===== src/verilog/rv_pkg.sv =====
package rv_pkg;

    // Width of the integer datapath
    localparam int xlen = 64;

    // Width of one instruction word
    localparam int ilen = 32;

    // First address fetched once reset is released
    localparam logic [xlen-1:0] reset_pc = 64'h8000_0000;

    // Major opcodes of the RV64I base set that the decoder accepts
    // All of them end in 2'b11, so compressed encodings never match
    typedef enum logic [6:0] {
        opc_load      = 7'b0000011,
        opc_op_imm    = 7'b0010011,
        opc_auipc     = 7'b0010111,
        opc_op_imm_32 = 7'b0011011,
        opc_store     = 7'b0100011,
        opc_op        = 7'b0110011,
        opc_lui       = 7'b0110111,
        opc_op_32     = 7'b0111011,
        opc_branch    = 7'b1100011,
        opc_jalr      = 7'b1100111,
        opc_jal       = 7'b1101111
    } opcode_e;

    // Instruction class handed to the issue stage
    typedef enum logic [2:0] {
        alu     = 3'd0,
        branch  = 3'd1,
        jump    = 3'd2,
        load    = 3'd3,
        store   = 3'd4,
        illegal = 3'd7
    } op_type_e;

    // ALU function, encoded the same way as funct3
    // For branches the same field carries the compare condition
    typedef enum logic [2:0] {
        add    = 3'd0,
        sll    = 3'd1,
        slt    = 3'd2,
        sltu   = 3'd3,
        xor_op = 3'd4,
        sr     = 3'd5,
        or_op  = 3'd6,
        and_op = 3'd7
    } alu_op_e;

    // Where each ALU operand comes from
    typedef enum logic [1:0] {
        sel_reg  = 2'd0,
        sel_imm  = 2'd1,
        sel_pc   = 2'd2,
        sel_zero = 2'd3
    } operand_sel_e;

    // Kind of control transfer
    typedef enum logic [1:0] {
        br_none = 2'd0,
        br_cond = 2'd1,
        br_jal  = 2'd2,
        br_jalr = 2'd3
    } br_type_e;

endpackage

===== src/verilog/rv_decode_stage.sv =====
`timescale 1ns/1ps

module rv_decode_stage (
    input  logic                    clk,
    input  logic                    rst,
    input  logic                    flush,
    input  logic [rv_pkg::xlen-1:0] fch_pc,
    input  logic [rv_pkg::ilen-1:0] fch_instr,
    input  logic                    fch_valid,
    output logic                    fch_ready,
    output logic [rv_pkg::xlen-1:0] dec_pc,
    output rv_pkg::alu_op_e         dec_op,
    output logic                    dec_option,
    output logic                    dec_truncate,
    output rv_pkg::op_type_e        dec_op_type,
    output rv_pkg::br_type_e        dec_br_type,
    output logic                    dec_mem_sign,
    output logic [1:0]              dec_mem_width,
    output rv_pkg::operand_sel_e    dec_operand1,
    output rv_pkg::operand_sel_e    dec_operand2,
    output logic [rv_pkg::xlen-1:0] dec_imm,
    output logic                    dec_wb_en,
    output logic                    dec_legal,
    output logic [4:0]              dec_rs1,
    output logic [4:0]              dec_rs2,
    output logic [4:0]              dec_rd,
    output logic                    dec_valid,
    input  logic                    dec_ready
);

    rv_pkg::alu_op_e      du_op;
    rv_pkg::op_type_e     du_op_type;
    rv_pkg::br_type_e     du_br_type;
    rv_pkg::operand_sel_e du_operand1;
    rv_pkg::operand_sel_e du_operand2;
    logic du_option;
    logic du_truncate;
    logic du_mem_sign;
    logic [1:0] du_mem_width;
    logic [rv_pkg::xlen-1:0] du_imm;
    logic du_legal;
    logic du_wb_en;
    logic [4:0] du_rs1;
    logic [4:0] du_rs2;
    logic [4:0] du_rd;
    logic take_in;

    rv_decoder u_rv_decoder (
        .instr(fch_instr), .op(du_op), .option(du_option), .truncate(du_truncate),
        .op_type(du_op_type), .br_type(du_br_type), .mem_sign(du_mem_sign),
        .mem_width(du_mem_width), .operand1(du_operand1), .operand2(du_operand2),
        .imm(du_imm), .legal(du_legal), .wb_en(du_wb_en),
        .rs1(du_rs1), .rs2(du_rs2), .rd(du_rd)
    );

    // The output register can take a new word when empty or when it drains this cycle
    assign fch_ready = !dec_valid || dec_ready;
    assign take_in   = fch_valid && fch_ready;

    always_ff @(posedge clk) begin
        if (rst || flush) begin
            dec_valid <= 1'b0;
        end else if (take_in) begin
            dec_valid <= 1'b1;
        end else if (dec_ready) begin
            dec_valid <= 1'b0;
        end
    end

    // Payload is only written on a transfer, so it holds while stalled
    always_ff @(posedge clk) begin
        if (take_in) begin
            dec_pc        <= fch_pc;
            dec_op        <= du_op;
            dec_option    <= du_option;
            dec_truncate  <= du_truncate;
            dec_op_type   <= du_op_type;
            dec_br_type   <= du_br_type;
            dec_mem_sign  <= du_mem_sign;
            dec_mem_width <= du_mem_width;
            dec_operand1  <= du_operand1;
            dec_operand2  <= du_operand2;
            dec_imm       <= du_imm;
            dec_legal     <= du_legal;
            dec_wb_en     <= du_wb_en;
            dec_rs1       <= du_rs1;
            dec_rs2       <= du_rs2;
            dec_rd        <= du_rd;
        end
    end

    // A stalled instruction stays offered with every field unchanged
    a_stall_hold: assert property (@(posedge clk) disable iff (rst)
        dec_valid && !dec_ready && !flush |=> dec_valid && $stable({dec_pc, dec_op,
        dec_option, dec_truncate, dec_op_type, dec_br_type, dec_mem_sign, dec_mem_width,
        dec_operand1, dec_operand2, dec_imm, dec_legal, dec_wb_en, dec_rs1, dec_rs2, dec_rd}));

    // Neither the fetch holding register nor this one offers a squashed word after a flush
    a_flush_clears: assert property (@(posedge clk) disable iff (rst)
        flush |=> !dec_valid && !fch_valid);

endmodule


===== src/verilog/rv_decoder.sv =====
`timescale 1ns/1ps

module rv_decoder (
    input  logic [rv_pkg::ilen-1:0] instr,
    output rv_pkg::alu_op_e         op,
    output logic                    option,
    output logic                    truncate,
    output rv_pkg::op_type_e        op_type,
    output rv_pkg::br_type_e        br_type,
    output logic                    mem_sign,
    output logic [1:0]              mem_width,
    output rv_pkg::operand_sel_e    operand1,
    output rv_pkg::operand_sel_e    operand2,
    output logic [rv_pkg::xlen-1:0] imm,
    output logic                    legal,
    output logic                    wb_en,
    output logic [4:0]              rs1,
    output logic [4:0]              rs2,
    output logic [4:0]              rd
);

    logic [6:0] opcode;
    logic [2:0] funct3;
    logic [6:0] funct7;
    logic [rv_pkg::xlen-1:0] imm_i;
    logic [rv_pkg::xlen-1:0] imm_s;
    logic [rv_pkg::xlen-1:0] imm_b;
    logic [rv_pkg::xlen-1:0] imm_u;
    logic [rv_pkg::xlen-1:0] imm_j;
    logic f7_zero;
    logic f7_alt;

    assign opcode = instr[6:0];
    assign funct3 = instr[14:12];
    assign funct7 = instr[31:25];

    // Register numbers sit at fixed positions in every format
    assign rs1 = instr[19:15];
    assign rs2 = instr[24:20];
    assign rd  = instr[11:7];

    // All immediates are sign extended from bit 31
    assign imm_i = {{(rv_pkg::xlen-12){instr[31]}}, instr[31:20]};
    assign imm_s = {{(rv_pkg::xlen-12){instr[31]}}, instr[31:25], instr[11:7]};
    assign imm_b = {{(rv_pkg::xlen-13){instr[31]}}, instr[31], instr[7], instr[30:25],
                    instr[11:8], 1'b0};
    assign imm_u = {{(rv_pkg::xlen-32){instr[31]}}, instr[31:12], 12'b0};
    assign imm_j = {{(rv_pkg::xlen-21){instr[31]}}, instr[31], instr[19:12], instr[20],
                    instr[30:21], 1'b0};

    // Only funct7 of zero or the sub/sra pattern is defined
    assign f7_zero = (funct7 == 7'b0000000);
    assign f7_alt  = (funct7 == 7'b0100000);

    always_comb begin
        op        = rv_pkg::add;
        option    = 1'b0;
        truncate  = 1'b0;
        op_type   = rv_pkg::illegal;
        br_type   = rv_pkg::br_none;
        mem_sign  = 1'b0;
        mem_width = 2'b00;
        operand1  = rv_pkg::sel_reg;
        operand2  = rv_pkg::sel_reg;
        imm       = '0;
        legal     = 1'b0;
        case (opcode)
            rv_pkg::opc_op_imm: begin
                op_type  = rv_pkg::alu;
                op       = rv_pkg::alu_op_e'(funct3);
                operand2 = rv_pkg::sel_imm;
                imm      = imm_i;
                // RV64 shifts take a 6-bit shamt, so only bits 31:26 are funct bits
                if (funct3 == 3'b001) begin
                    legal = (instr[31:26] == 6'b000000);
                end else if (funct3 == 3'b101) begin
                    legal  = (instr[31:26] == 6'b000000) || (instr[31:26] == 6'b010000);
                    option = instr[30];
                end else begin
                    legal = 1'b1;
                end
            end
            rv_pkg::opc_op: begin
                op_type = rv_pkg::alu;
                op      = rv_pkg::alu_op_e'(funct3);
                option  = instr[30];
                // The alternate funct7 is only meaningful for sub and sra
                legal   = f7_zero || (f7_alt && (funct3 == 3'b000 || funct3 == 3'b101));
            end
            rv_pkg::opc_op_imm_32: begin
                op_type  = rv_pkg::alu;
                op       = rv_pkg::alu_op_e'(funct3);
                truncate = 1'b1;
                operand2 = rv_pkg::sel_imm;
                imm      = imm_i;
                case (funct3)
                    3'b000: legal = 1'b1;
                    3'b001: legal = f7_zero;
                    3'b101: begin
                        legal  = f7_zero || f7_alt;
                        option = instr[30];
                    end
                    default: legal = 1'b0;
                endcase
            end
            rv_pkg::opc_op_32: begin
                op_type  = rv_pkg::alu;
                op       = rv_pkg::alu_op_e'(funct3);
                truncate = 1'b1;
                option   = instr[30];
                case (funct3)
                    3'b000, 3'b101: legal = f7_zero || f7_alt;
                    3'b001:         legal = f7_zero;
                    default:        legal = 1'b0;
                endcase
            end
            rv_pkg::opc_lui: begin
                op_type  = rv_pkg::alu;
                operand1 = rv_pkg::sel_zero;
                operand2 = rv_pkg::sel_imm;
                imm      = imm_u;
                legal    = 1'b1;
            end
            rv_pkg::opc_auipc: begin
                op_type  = rv_pkg::alu;
                operand1 = rv_pkg::sel_pc;
                operand2 = rv_pkg::sel_imm;
                imm      = imm_u;
                legal    = 1'b1;
            end
            rv_pkg::opc_jal, rv_pkg::opc_jalr: begin
                // The ALU only forms the link value, the target is added downstream
                op_type  = rv_pkg::jump;
                operand1 = rv_pkg::sel_pc;
                operand2 = rv_pkg::sel_zero;
                br_type  = (opcode == rv_pkg::opc_jal) ? rv_pkg::br_jal : rv_pkg::br_jalr;
                imm      = (opcode == rv_pkg::opc_jal) ? imm_j : imm_i;
                legal    = (opcode == rv_pkg::opc_jal) || (funct3 == 3'b000);
            end
            rv_pkg::opc_branch: begin
                // funct3 rides on op as the compare condition
                op_type = rv_pkg::branch;
                op      = rv_pkg::alu_op_e'(funct3);
                br_type = rv_pkg::br_cond;
                imm     = imm_b;
                legal   = (funct3 != 3'b010) && (funct3 != 3'b011);
            end
            rv_pkg::opc_load: begin
                op_type   = rv_pkg::load;
                operand2  = rv_pkg::sel_imm;
                imm       = imm_i;
                mem_width = funct3[1:0];
                mem_sign  = ~funct3[2];
                legal     = (funct3 != 3'b111);
            end
            rv_pkg::opc_store: begin
                op_type   = rv_pkg::store;
                operand2  = rv_pkg::sel_imm;
                imm       = imm_s;
                mem_width = funct3[1:0];
                legal     = ~funct3[2];
            end
            default: legal = 1'b0;
        endcase
        if (!legal) begin
            op_type = rv_pkg::illegal;
        end
    end

    // Stores, branches, x0 targets and illegal words never write back
    assign wb_en = legal && (op_type != rv_pkg::store) && (op_type != rv_pkg::branch)
                   && (rd != 5'd0);

endmodule


===== src/verilog/rv_fetch.sv =====
`timescale 1ns/1ps

module rv_fetch (
    input  logic                    clk,
    input  logic                    rst,
    input  logic                    flush,
    input  logic [rv_pkg::xlen-1:0] redirect_pc,
    output logic                    ibus_cyc,
    output logic                    ibus_stb,
    output logic [rv_pkg::xlen-1:0] ibus_adr,
    input  logic [rv_pkg::ilen-1:0] ibus_dat_r,
    input  logic                    ibus_ack,
    output logic [rv_pkg::xlen-1:0] fch_pc,
    output logic [rv_pkg::ilen-1:0] fch_instr,
    output logic                    fch_valid,
    input  logic                    fch_ready
);

    // Drop means the open cycle belongs to a squashed path
    typedef enum logic [1:0] {
        idle = 2'd0,
        bus  = 2'd1,
        drop = 2'd2
    } fetch_state_e;

    fetch_state_e state;
    logic [rv_pkg::xlen-1:0] pc;
    logic start;
    logic accept;

    // Start only when the holding register is empty or emptying this cycle
    assign start  = (state == idle) && !flush && (!fch_valid || fch_ready);
    assign accept = (state == bus) && ibus_ack && !flush;

    always_ff @(posedge clk) begin
        if (rst) begin
            state     <= idle;
            ibus_cyc  <= 1'b0;
            ibus_stb  <= 1'b0;
            fch_valid <= 1'b0;
            pc        <= rv_pkg::reset_pc;
        end else begin
            if (fch_valid && fch_ready) begin
                fch_valid <= 1'b0;
            end
            case (state)
                idle: begin
                    if (start) begin
                        state    <= bus;
                        ibus_cyc <= 1'b1;
                        ibus_stb <= 1'b1;
                    end
                end
                bus, drop: begin
                    if (ibus_ack) begin
                        // Cycle ends, cyc and stb fall in the cycle after ack
                        state    <= idle;
                        ibus_cyc <= 1'b0;
                        ibus_stb <= 1'b0;
                    end else if (flush) begin
                        state <= drop;
                    end
                end
                default: state <= idle;
            endcase
            if (accept) begin
                fch_valid <= 1'b1;
                pc        <= pc + 64'd4;
            end
            // A redirect overrides everything else and discards the held word
            if (flush) begin
                fch_valid <= 1'b0;
                pc        <= redirect_pc;
            end
        end
    end

    // Address is latched at cycle start so a redirect cannot disturb an open cycle
    always_ff @(posedge clk) begin
        if (start) begin
            ibus_adr <= pc;
        end
        if (accept) begin
            fch_pc    <= ibus_adr;
            fch_instr <= ibus_dat_r;
        end
    end

    a_stb_cyc: assert property (@(posedge clk) disable iff (rst)
        ibus_stb |-> ibus_cyc);

    a_adr_hold: assert property (@(posedge clk) disable iff (rst)
        ibus_stb && !ibus_ack |=> ibus_stb && $stable(ibus_adr));

    // Catches a misaligned redirect coming from outside the front end
    a_adr_align: assert property (@(posedge clk) disable iff (rst)
        ibus_stb |-> ibus_adr[1:0] == 2'b00);

endmodule


===== src/verilog/rv_frontend.sv =====
`timescale 1ns/1ps

module rv_frontend (
    input  logic                    clk,
    input  logic                    rst,
    input  logic                    flush,
    input  logic [rv_pkg::xlen-1:0] redirect_pc,
    output logic                    ibus_cyc,
    output logic                    ibus_stb,
    output logic [rv_pkg::xlen-1:0] ibus_adr,
    input  logic [rv_pkg::ilen-1:0] ibus_dat_r,
    input  logic                    ibus_ack,
    output logic [rv_pkg::xlen-1:0] dec_pc,
    output rv_pkg::alu_op_e         dec_op,
    output logic                    dec_option,
    output logic                    dec_truncate,
    output rv_pkg::op_type_e        dec_op_type,
    output rv_pkg::br_type_e        dec_br_type,
    output logic                    dec_mem_sign,
    output logic [1:0]              dec_mem_width,
    output rv_pkg::operand_sel_e    dec_operand1,
    output rv_pkg::operand_sel_e    dec_operand2,
    output logic [rv_pkg::xlen-1:0] dec_imm,
    output logic                    dec_wb_en,
    output logic                    dec_legal,
    output logic [4:0]              dec_rs1,
    output logic [4:0]              dec_rs2,
    output logic [4:0]              dec_rd,
    output logic                    dec_valid,
    input  logic                    dec_ready
);

    // Holding register of fetch feeding the decode stage
    logic [rv_pkg::xlen-1:0] fch_pc;
    logic [rv_pkg::ilen-1:0] fch_instr;
    logic fch_valid;
    logic fch_ready;

    rv_fetch u_rv_fetch (
        .clk(clk), .rst(rst), .flush(flush), .redirect_pc(redirect_pc),
        .ibus_cyc(ibus_cyc), .ibus_stb(ibus_stb), .ibus_adr(ibus_adr),
        .ibus_dat_r(ibus_dat_r), .ibus_ack(ibus_ack),
        .fch_pc(fch_pc), .fch_instr(fch_instr), .fch_valid(fch_valid), .fch_ready(fch_ready)
    );

    // Flush reaches both stages on the same edge
    rv_decode_stage u_rv_decode_stage (
        .clk(clk), .rst(rst), .flush(flush),
        .fch_pc(fch_pc), .fch_instr(fch_instr), .fch_valid(fch_valid), .fch_ready(fch_ready),
        .dec_pc(dec_pc), .dec_op(dec_op), .dec_option(dec_option),
        .dec_truncate(dec_truncate), .dec_op_type(dec_op_type), .dec_br_type(dec_br_type),
        .dec_mem_sign(dec_mem_sign), .dec_mem_width(dec_mem_width),
        .dec_operand1(dec_operand1), .dec_operand2(dec_operand2), .dec_imm(dec_imm),
        .dec_wb_en(dec_wb_en), .dec_legal(dec_legal),
        .dec_rs1(dec_rs1), .dec_rs2(dec_rs2), .dec_rd(dec_rd),
        .dec_valid(dec_valid), .dec_ready(dec_ready)
    );

endmodule


===== config.mk =====
export PLATFORM = sky130hd
export DESIGN_NAME = rv_frontend
export DESIGN_NICKNAME = d
export VERILOG_FILES = /design/src/verilog/rv_pkg.sv /design/src/verilog/rv_decode_stage.sv /design/src/verilog/rv_decoder.sv /design/src/verilog/rv_fetch.sv /design/src/verilog/rv_frontend.sv
export SDC_FILE = /design/constraint.sdc
export NUM_CORES = 1
export LEC_CHECK = 0
export BUFFER_PORTS_ARGS = -buffer_cell sky130_fd_sc_hd__buf_2
export CAP_MARGIN = 20
export CELL_PAD_IN_SITES_DETAIL_PLACEMENT = 1
export CELL_PAD_IN_SITES_GLOBAL_PLACEMENT = 1
export CORE_UTILIZATION = 44
export CTS_BUF_LIST = sky130_fd_sc_hd__clkbuf_16
export DETAILED_ROUTE_END_ITERATION = 12
export PLACE_DENSITY = 0.89
export REMOVE_ABC_BUFFERS = 1
export SLEW_MARGIN = 20
export SYNTH_ARGS = -nofsm -noshare
export SYNTH_HDL_FRONTEND = slang
export SYNTH_HIERARCHICAL = 1
export SYNTH_SLANG_ARGS = --single-unit

===== constraint.sdc =====
create_clock -name clk -period 8.5 [get_ports clk]
set_clock_uncertainty 0.15 [all_clocks]
set_input_delay 0 -clock clk [delete_from_list [all_inputs] [get_ports clk]]
set_output_delay 0 -clock clk [all_outputs]
set_load 0.005 [all_outputs]

**Word level (Yosys, flattened, before mapping)**

Cells that the tools add are included.
W data, S select, Z words.

- Register bits after elaboration: 391
- Input port bits: 101
- Output and inout port bits: 229
- Word-level logic and storage cells: 126

- Add/subtract/negate cells: 1
- Equal/unequal tests: 25
- Muxes and demuxes: 30
- Bitwise gates (word level): 1
- Reduce and logical (&&, ||, !) cells: 45

Operator list:

| kind | count |
|---|---|
| $pmux W64 S5 | 1 |
| $mux W64 | 2 |
| $add A64 B3 Y64 const B | 1 |
| $eq A7 B6 Y1 const B | 5 |
| $eq A7 B5 Y1 const B | 3 |
| $eq A7 B7 Y1 const B | 3 |
| $mux W20 | 1 |
| $pmux W2 S2 | 4 |
| $reduce_or A2 Y1 | 8 |
| $pmux W3 S5 | 1 |
| $mux W1 | 12 |
| $reduce_or A6 Y1 | 2 |
| $logic_and A1 B1 Y1 | 10 |
| $ne A3 B3 Y1 const B | 3 |
| $pmux W1 S9 | 1 |
| $logic_or A1 B1 Y1 | 8 |
| $reduce_bool A2 Y1 | 4 |
| $eq A7 B2 Y1 const B | 1 |
| $logic_not A7 Y1 | 1 |
| $eq A6 B5 Y1 const B | 1 |
| $logic_not A6 Y1 | 1 |
| $mux W2 | 3 |
| $ne A3 B2 Y1 const B | 2 |
| $pmux W1 S3 | 2 |
| other kinds (18) | 22 |

**Longest topological paths before layout**

- Depth after elaboration: 10
- Gate-level depth with buffers: 8
- Depth with buffers taken out: 7

**Cells and area by module**

The synthesis kept the hierarchy.

By module, submodules not included:

| module | instances | cells an instance | area an instance (um^2) | seq. area each (um^2) |
|---|---|---|---|---|
| rv_fetch | 1 | 706 | 9,071.2 | 6,165.9 |
| rv_decode_stage | 1 | 167 | 4,922.2 | 4,884.7 |
| rv_decoder | 1 | 180 | 1,246.2 | 0.0 |

**Worst setup path before layout**

Ideal clock, no wire load.

- Kind: input-to-reg
- From: input flush
- To: register u_rv_fetch/ibus_adr[0] in the netlist's numbering (enable)
- Setup time: 578 ps
- Arrival: 5,535 ps
- Required time: 7,772 ps
- Setup slack: 2,237 ps
- Stages: 5
- Buffers on the path: 4
- Cells stage by stage: clkbuf_1 > buf_1 > clkbuf_1 > buf_1 > nor3b_1

- Word-level cells in the longest chain between the ends: 3

Ends and longest elaborated chain:

| item | RTL line | text |
|---|---|---|
| start: declaration | rv_frontend.sv:6 | `input logic flush,` |
| $logic_not A1 Y1 | rv_fetch.sv:32 | `assign start = (state == idle) && !flush && (!fch_valid \|\| fch_ready);` |
| $logic_and A1 B1 Y1 (2 in series) | rv_fetch.sv:32 |  |
| net u_rv_fetch.start | rv_fetch.sv:28 | `logic start;` |
| end signal: assignment | rv_fetch.sv:81 | `ibus_adr <= pc;` |
| end: declaration | rv_fetch.sv:10 | `output logic [rv_pkg::xlen-1:0] ibus_adr,` |

The timed path passes the listed nets, and every way through them passes these cells.
A chain may end at the register's enable or synchronous reset.

**Final worst setup path**

- From: register u_rv_fetch.state[1]
- To: register u_rv_fetch/pc[59] in the netlist's numbering

- Word-level cells in the longest chain between the ends: 4

Ends and longest elaborated chain:

| item | RTL line | text |
|---|---|---|
| start: declaration | rv_fetch.sv:26 | `fetch_state_e state;` |
| start signal: assignment | rv_fetch.sv:37 | `state <= idle;` |
| start signal: assignment | rv_fetch.sv:49 | `state <= bus;` |
| start signal: assignment | rv_fetch.sv:57 | `state <= idle;` |
| $eq A2 B1 Y1 | rv_fetch.sv:33 | `assign accept = (state == bus) && ibus_ack && !flush;` |
| $logic_and A1 B1 Y1 (2 in series) | rv_fetch.sv:33 |  |
| $reduce_bool A2 Y1 (no source line) | n/a |  |
| end signal: assignment | rv_fetch.sv:41 | `pc <= rv_pkg::reset_pc;` |
| end signal: assignment | rv_fetch.sv:68 | `pc <= pc + 64'd4;` |
| end signal: assignment | rv_fetch.sv:73 | `pc <= redirect_pc;` |
| end: declaration | rv_fetch.sv:27 | `logic [rv_pkg::xlen-1:0] pc;` |

No other way between the ends.

==> impl_metrics.toml <==
[hold_path]
worstHoldPathType = "input port to flip-flop"

[synth]
yosys_warnings = 6
syn_avg_cell_area_um2 = 14.5
synth_seq_cells = 391
syn-cell-area_um2 = 15200
async_reset_ff_share_pct = 0
yosysSeqAreaShare_pct = 72.5
yosysUniqueCellTypes = 77
syn_inst = 1053
synth_edf_count = 322
synthFlopType = "edfxtp_1"

[power_and_ir_drop]
p_sw_uw = 966
comb_power_share_pct = 6.1
p_per_area_nw_per_um2 = 221
clockPowerShare_pct = 41.8
peakVddDrop_uv = 207
internal_power_mw = 3.34
swShare_pct = 22.4
leakagePower_nw = 7.52
p_seq_share_pct = 52.1

[clock_network]
cts_buffers = 41
root_buffer = "clkbuf_16"
ctsHtreeMaxLevel = 2
clock_latency_ps = 550
clk_pin_slew_ps = 70
cts_buffer_depth = 3
cts_sinks = 391
cts_setup_buffers = 0
cts_tree = "yes"

[grt]
grtUsageTotal_pct = 25.7
antenna_found_initial = 2
grt-ovfl-total = 0
grt_start_max_net_pins = 94
grt_pass1_vias = 11300
grt_pass1_wl_um = 69200

[sta]
hold_violations = 0
maxSlewHeadroom_pct = 27.4
worstMarginPinSlew_ps = 1090
fmax_mhz = 301
whs_ps = 38.5
period_share_pct = 39.0
setup_viol = 0
rsz0062_at_grt = "false"
fin_ws_ps = 5180
tns_ps = 0
maxSlewViolCount = 0
period_minus_slack_ps = 3320

[route]
drc_errors = 0
drtIter0Drc = 783
dr.pass1.iters = 5
totalWireLength_um = 46300
wl_per_cell_um = 23.9
ant_nets = 0
vias = 10900
vias_per_cell = 5.62

[floorplanning]
coreArea_um2 = 33800
initial_utilization_pct = 45.1
die_w_um = 188
die_h_um = 188
die-area_um2 = 35400
io-pin-count = 330
num_rows = 67

[place]
pre_cts_slack_ps = 5340
dpl.hpwl_um = 29300
gp_congestion = 0.873
placed_cell_area_um2 = 17000
io_buffers = 329

[flow_run]
maxCapViolCount = 0

[final_layout]
final_cell_area_um2 = 19500
layout_common_cells = "buf_2 (329), edfxtp_1 (322), dlygate4sd3_1 (114)"
mostFrequentLayoutCell = "buf_2"
drive_above_1_share_pct = 28.8
num-fill-cells = 3324
final_core_util_pct = 57.6
nets = 1561
area_growth_pct = 27.7

[setup_path]
startpoint_type = "flip-flop"
worst-endpoint-arrival_ps = 3590
crit_path_max_fanout = 14
path_buf_inv = 1
crit_family = "simple AND/OR/NAND/NOR gates"
cp_data_required_time_ps = 8770
critical_path.max_stage_delay_ps = 690
crit_type = "flip-flop to flip-flop"
crit_chain = "inv_1 > ha_1 > and2_1 > nand4_1 > nor2_1 > a31oi_1 > or3_1"
cp-end-kind = "flip-flop"
slowest_stage = "nand4_1"

[run_status]
outcome = "complete, no violations"
[what timing repair did]
action	in CTS	in global routing
hold endpoints to repair	101	0
hold buffers	114	0
gates resized for setup	0	0
[flip-flops by register name, summed over array words and instances, names as in the netlist, 5 cells and up]
name                       cells
u_rv_decode_stage/dec_imm     64
u_rv_decode_stage/dec_pc      64
u_rv_fetch/fch_pc             64
u_rv_fetch/ibus_adr           64
u_rv_fetch/pc                 64
u_rv_fetch/fch_instr          32
u_rv_decode_stage/dec_rd       5
u_rv_decode_stage/dec_rs1      5
u_rv_decode_stage/dec_rs2      5
[final cells by class]
type | count | area, um^2 | area share, %
Antenna cell | 1 | 2.50 | 0.0129
Clock buffer | 44 | 1100 | 5.66
Clock inverter | 32 | 244 | 1.25
Inverter | 15 | 56.3 | 0.289
Multi-Input combinational cell | 553 | 3580 | 18.4
Sequential cell | 391 | 11100 | 56.8
Tap cell | 448 | 561 | 2.88
Timing Repair Buffer | 453 | 2870 | 14.7
[final timing paths]
| path | from | end | slack [ps] | depth (start not counted) |
|---|---|---|---|---|
| max | u_rv_fetch/state[1] | u_rv_fetch/pc[59] | 5180 | 7 |
| min reg2reg | u_rv_fetch/fch_pc[47] | u_rv_decode_stage/dec_pc[47] | 250 | 0 |
| min | ibus_dat_r[22] | u_rv_fetch/fch_instr[22] | 40 | 2 |
| max reg2reg | u_rv_fetch/state[1] | u_rv_fetch/pc[59] | 5180 | 7 |
[power groups by stage]
stage               combinational, mW  clock (mW)  sequential (mW)
global route                    0.279        1.89             2.25
finish                          0.261        1.80             2.24
global placement                0.200           0             2.27
CTS                             0.255        1.83             2.24
detailed placement              0.211           0             2.28
floorplan                      0.0895           0             2.26
[routing by layer]
layer / wire, um / global-route usage, % / part of all wire, %
met5: 0 / 0 / 0
met4: 1430 / 8.63 / 3.1
met3: 3090 / 4.12 / 6.7
met2: 24400 / 46.9 / 53
met1: 17400 / 30.5 / 38
[Yosys cell counts (all sizes together), types with 4 or more instances]
cell | number | share of area, %
edfxtp | 322 | 63
nor2 | 75 | 1.8
dfxtp | 69 | 9.1
buf | 64 | 3.0
nand2 | 46 | 1.1
nand3 | 42 | 1.4
nand4 | 42 | 1.9
clkbuf | 30 | 0.74
a211oi | 28 | 1.4
nor3 | 28 | 1.0
nor4 | 27 | 1.1
xnor2 | 27 | 1.6
and3 | 25 | 1.0
a21o | 22 | 1.1
a21oi | 19 | 0.62
and2 | 16 | 0.67
or4 | 16 | 0.86
inv | 14 | 0.34
mux2i | 14 | 0.92
o21ai | 12 | 0.39
xor2 | 12 | 0.69
nor2b | 11 | 0.47
or3 | 9 | 0.38
and4 | 7 | 0.41
a22o | 5 | 0.29
a31oi | 5 | 0.21
ha | 5 | 0.41
nand2b | 5 | 0.25
mux2 | 4 | 0.32
nor3b | 4 | 0.20
o22ai | 4 | 0.16
[through the flow]
stage          instances  total power [mW]
2_1_floorplan        959              2.35
3_3_place_gp        1746              2.47
3_5_place_dp        1746              2.49
4_1_cts             1936              4.32
5_1_grt             1937              4.42
6_report            1937              4.30
[logic make-up after synthesis]
logic type	count (synthesis)	synth area share [%]
AO/OA/AOI/OAI	127	6.20
XOR/XNOR	39	2.24
adder cells (fa/ha/maj)	5	0.411
buffers and inverters	109	4.11
flip-flops	391	72.5
multiplexers	18	1.24
AND/OR/NAND/NOR	364	13.3
[worst register-to-register path: stages, from the launching register on]
cell	delay (ps)
dfxtp_1	340
inv_1	100
ha_1	250
and2_1	550
nand4_1	690
nor2_1	540
a31oi_1	150
or3_1	410
(Power assumes the default switching activity.)
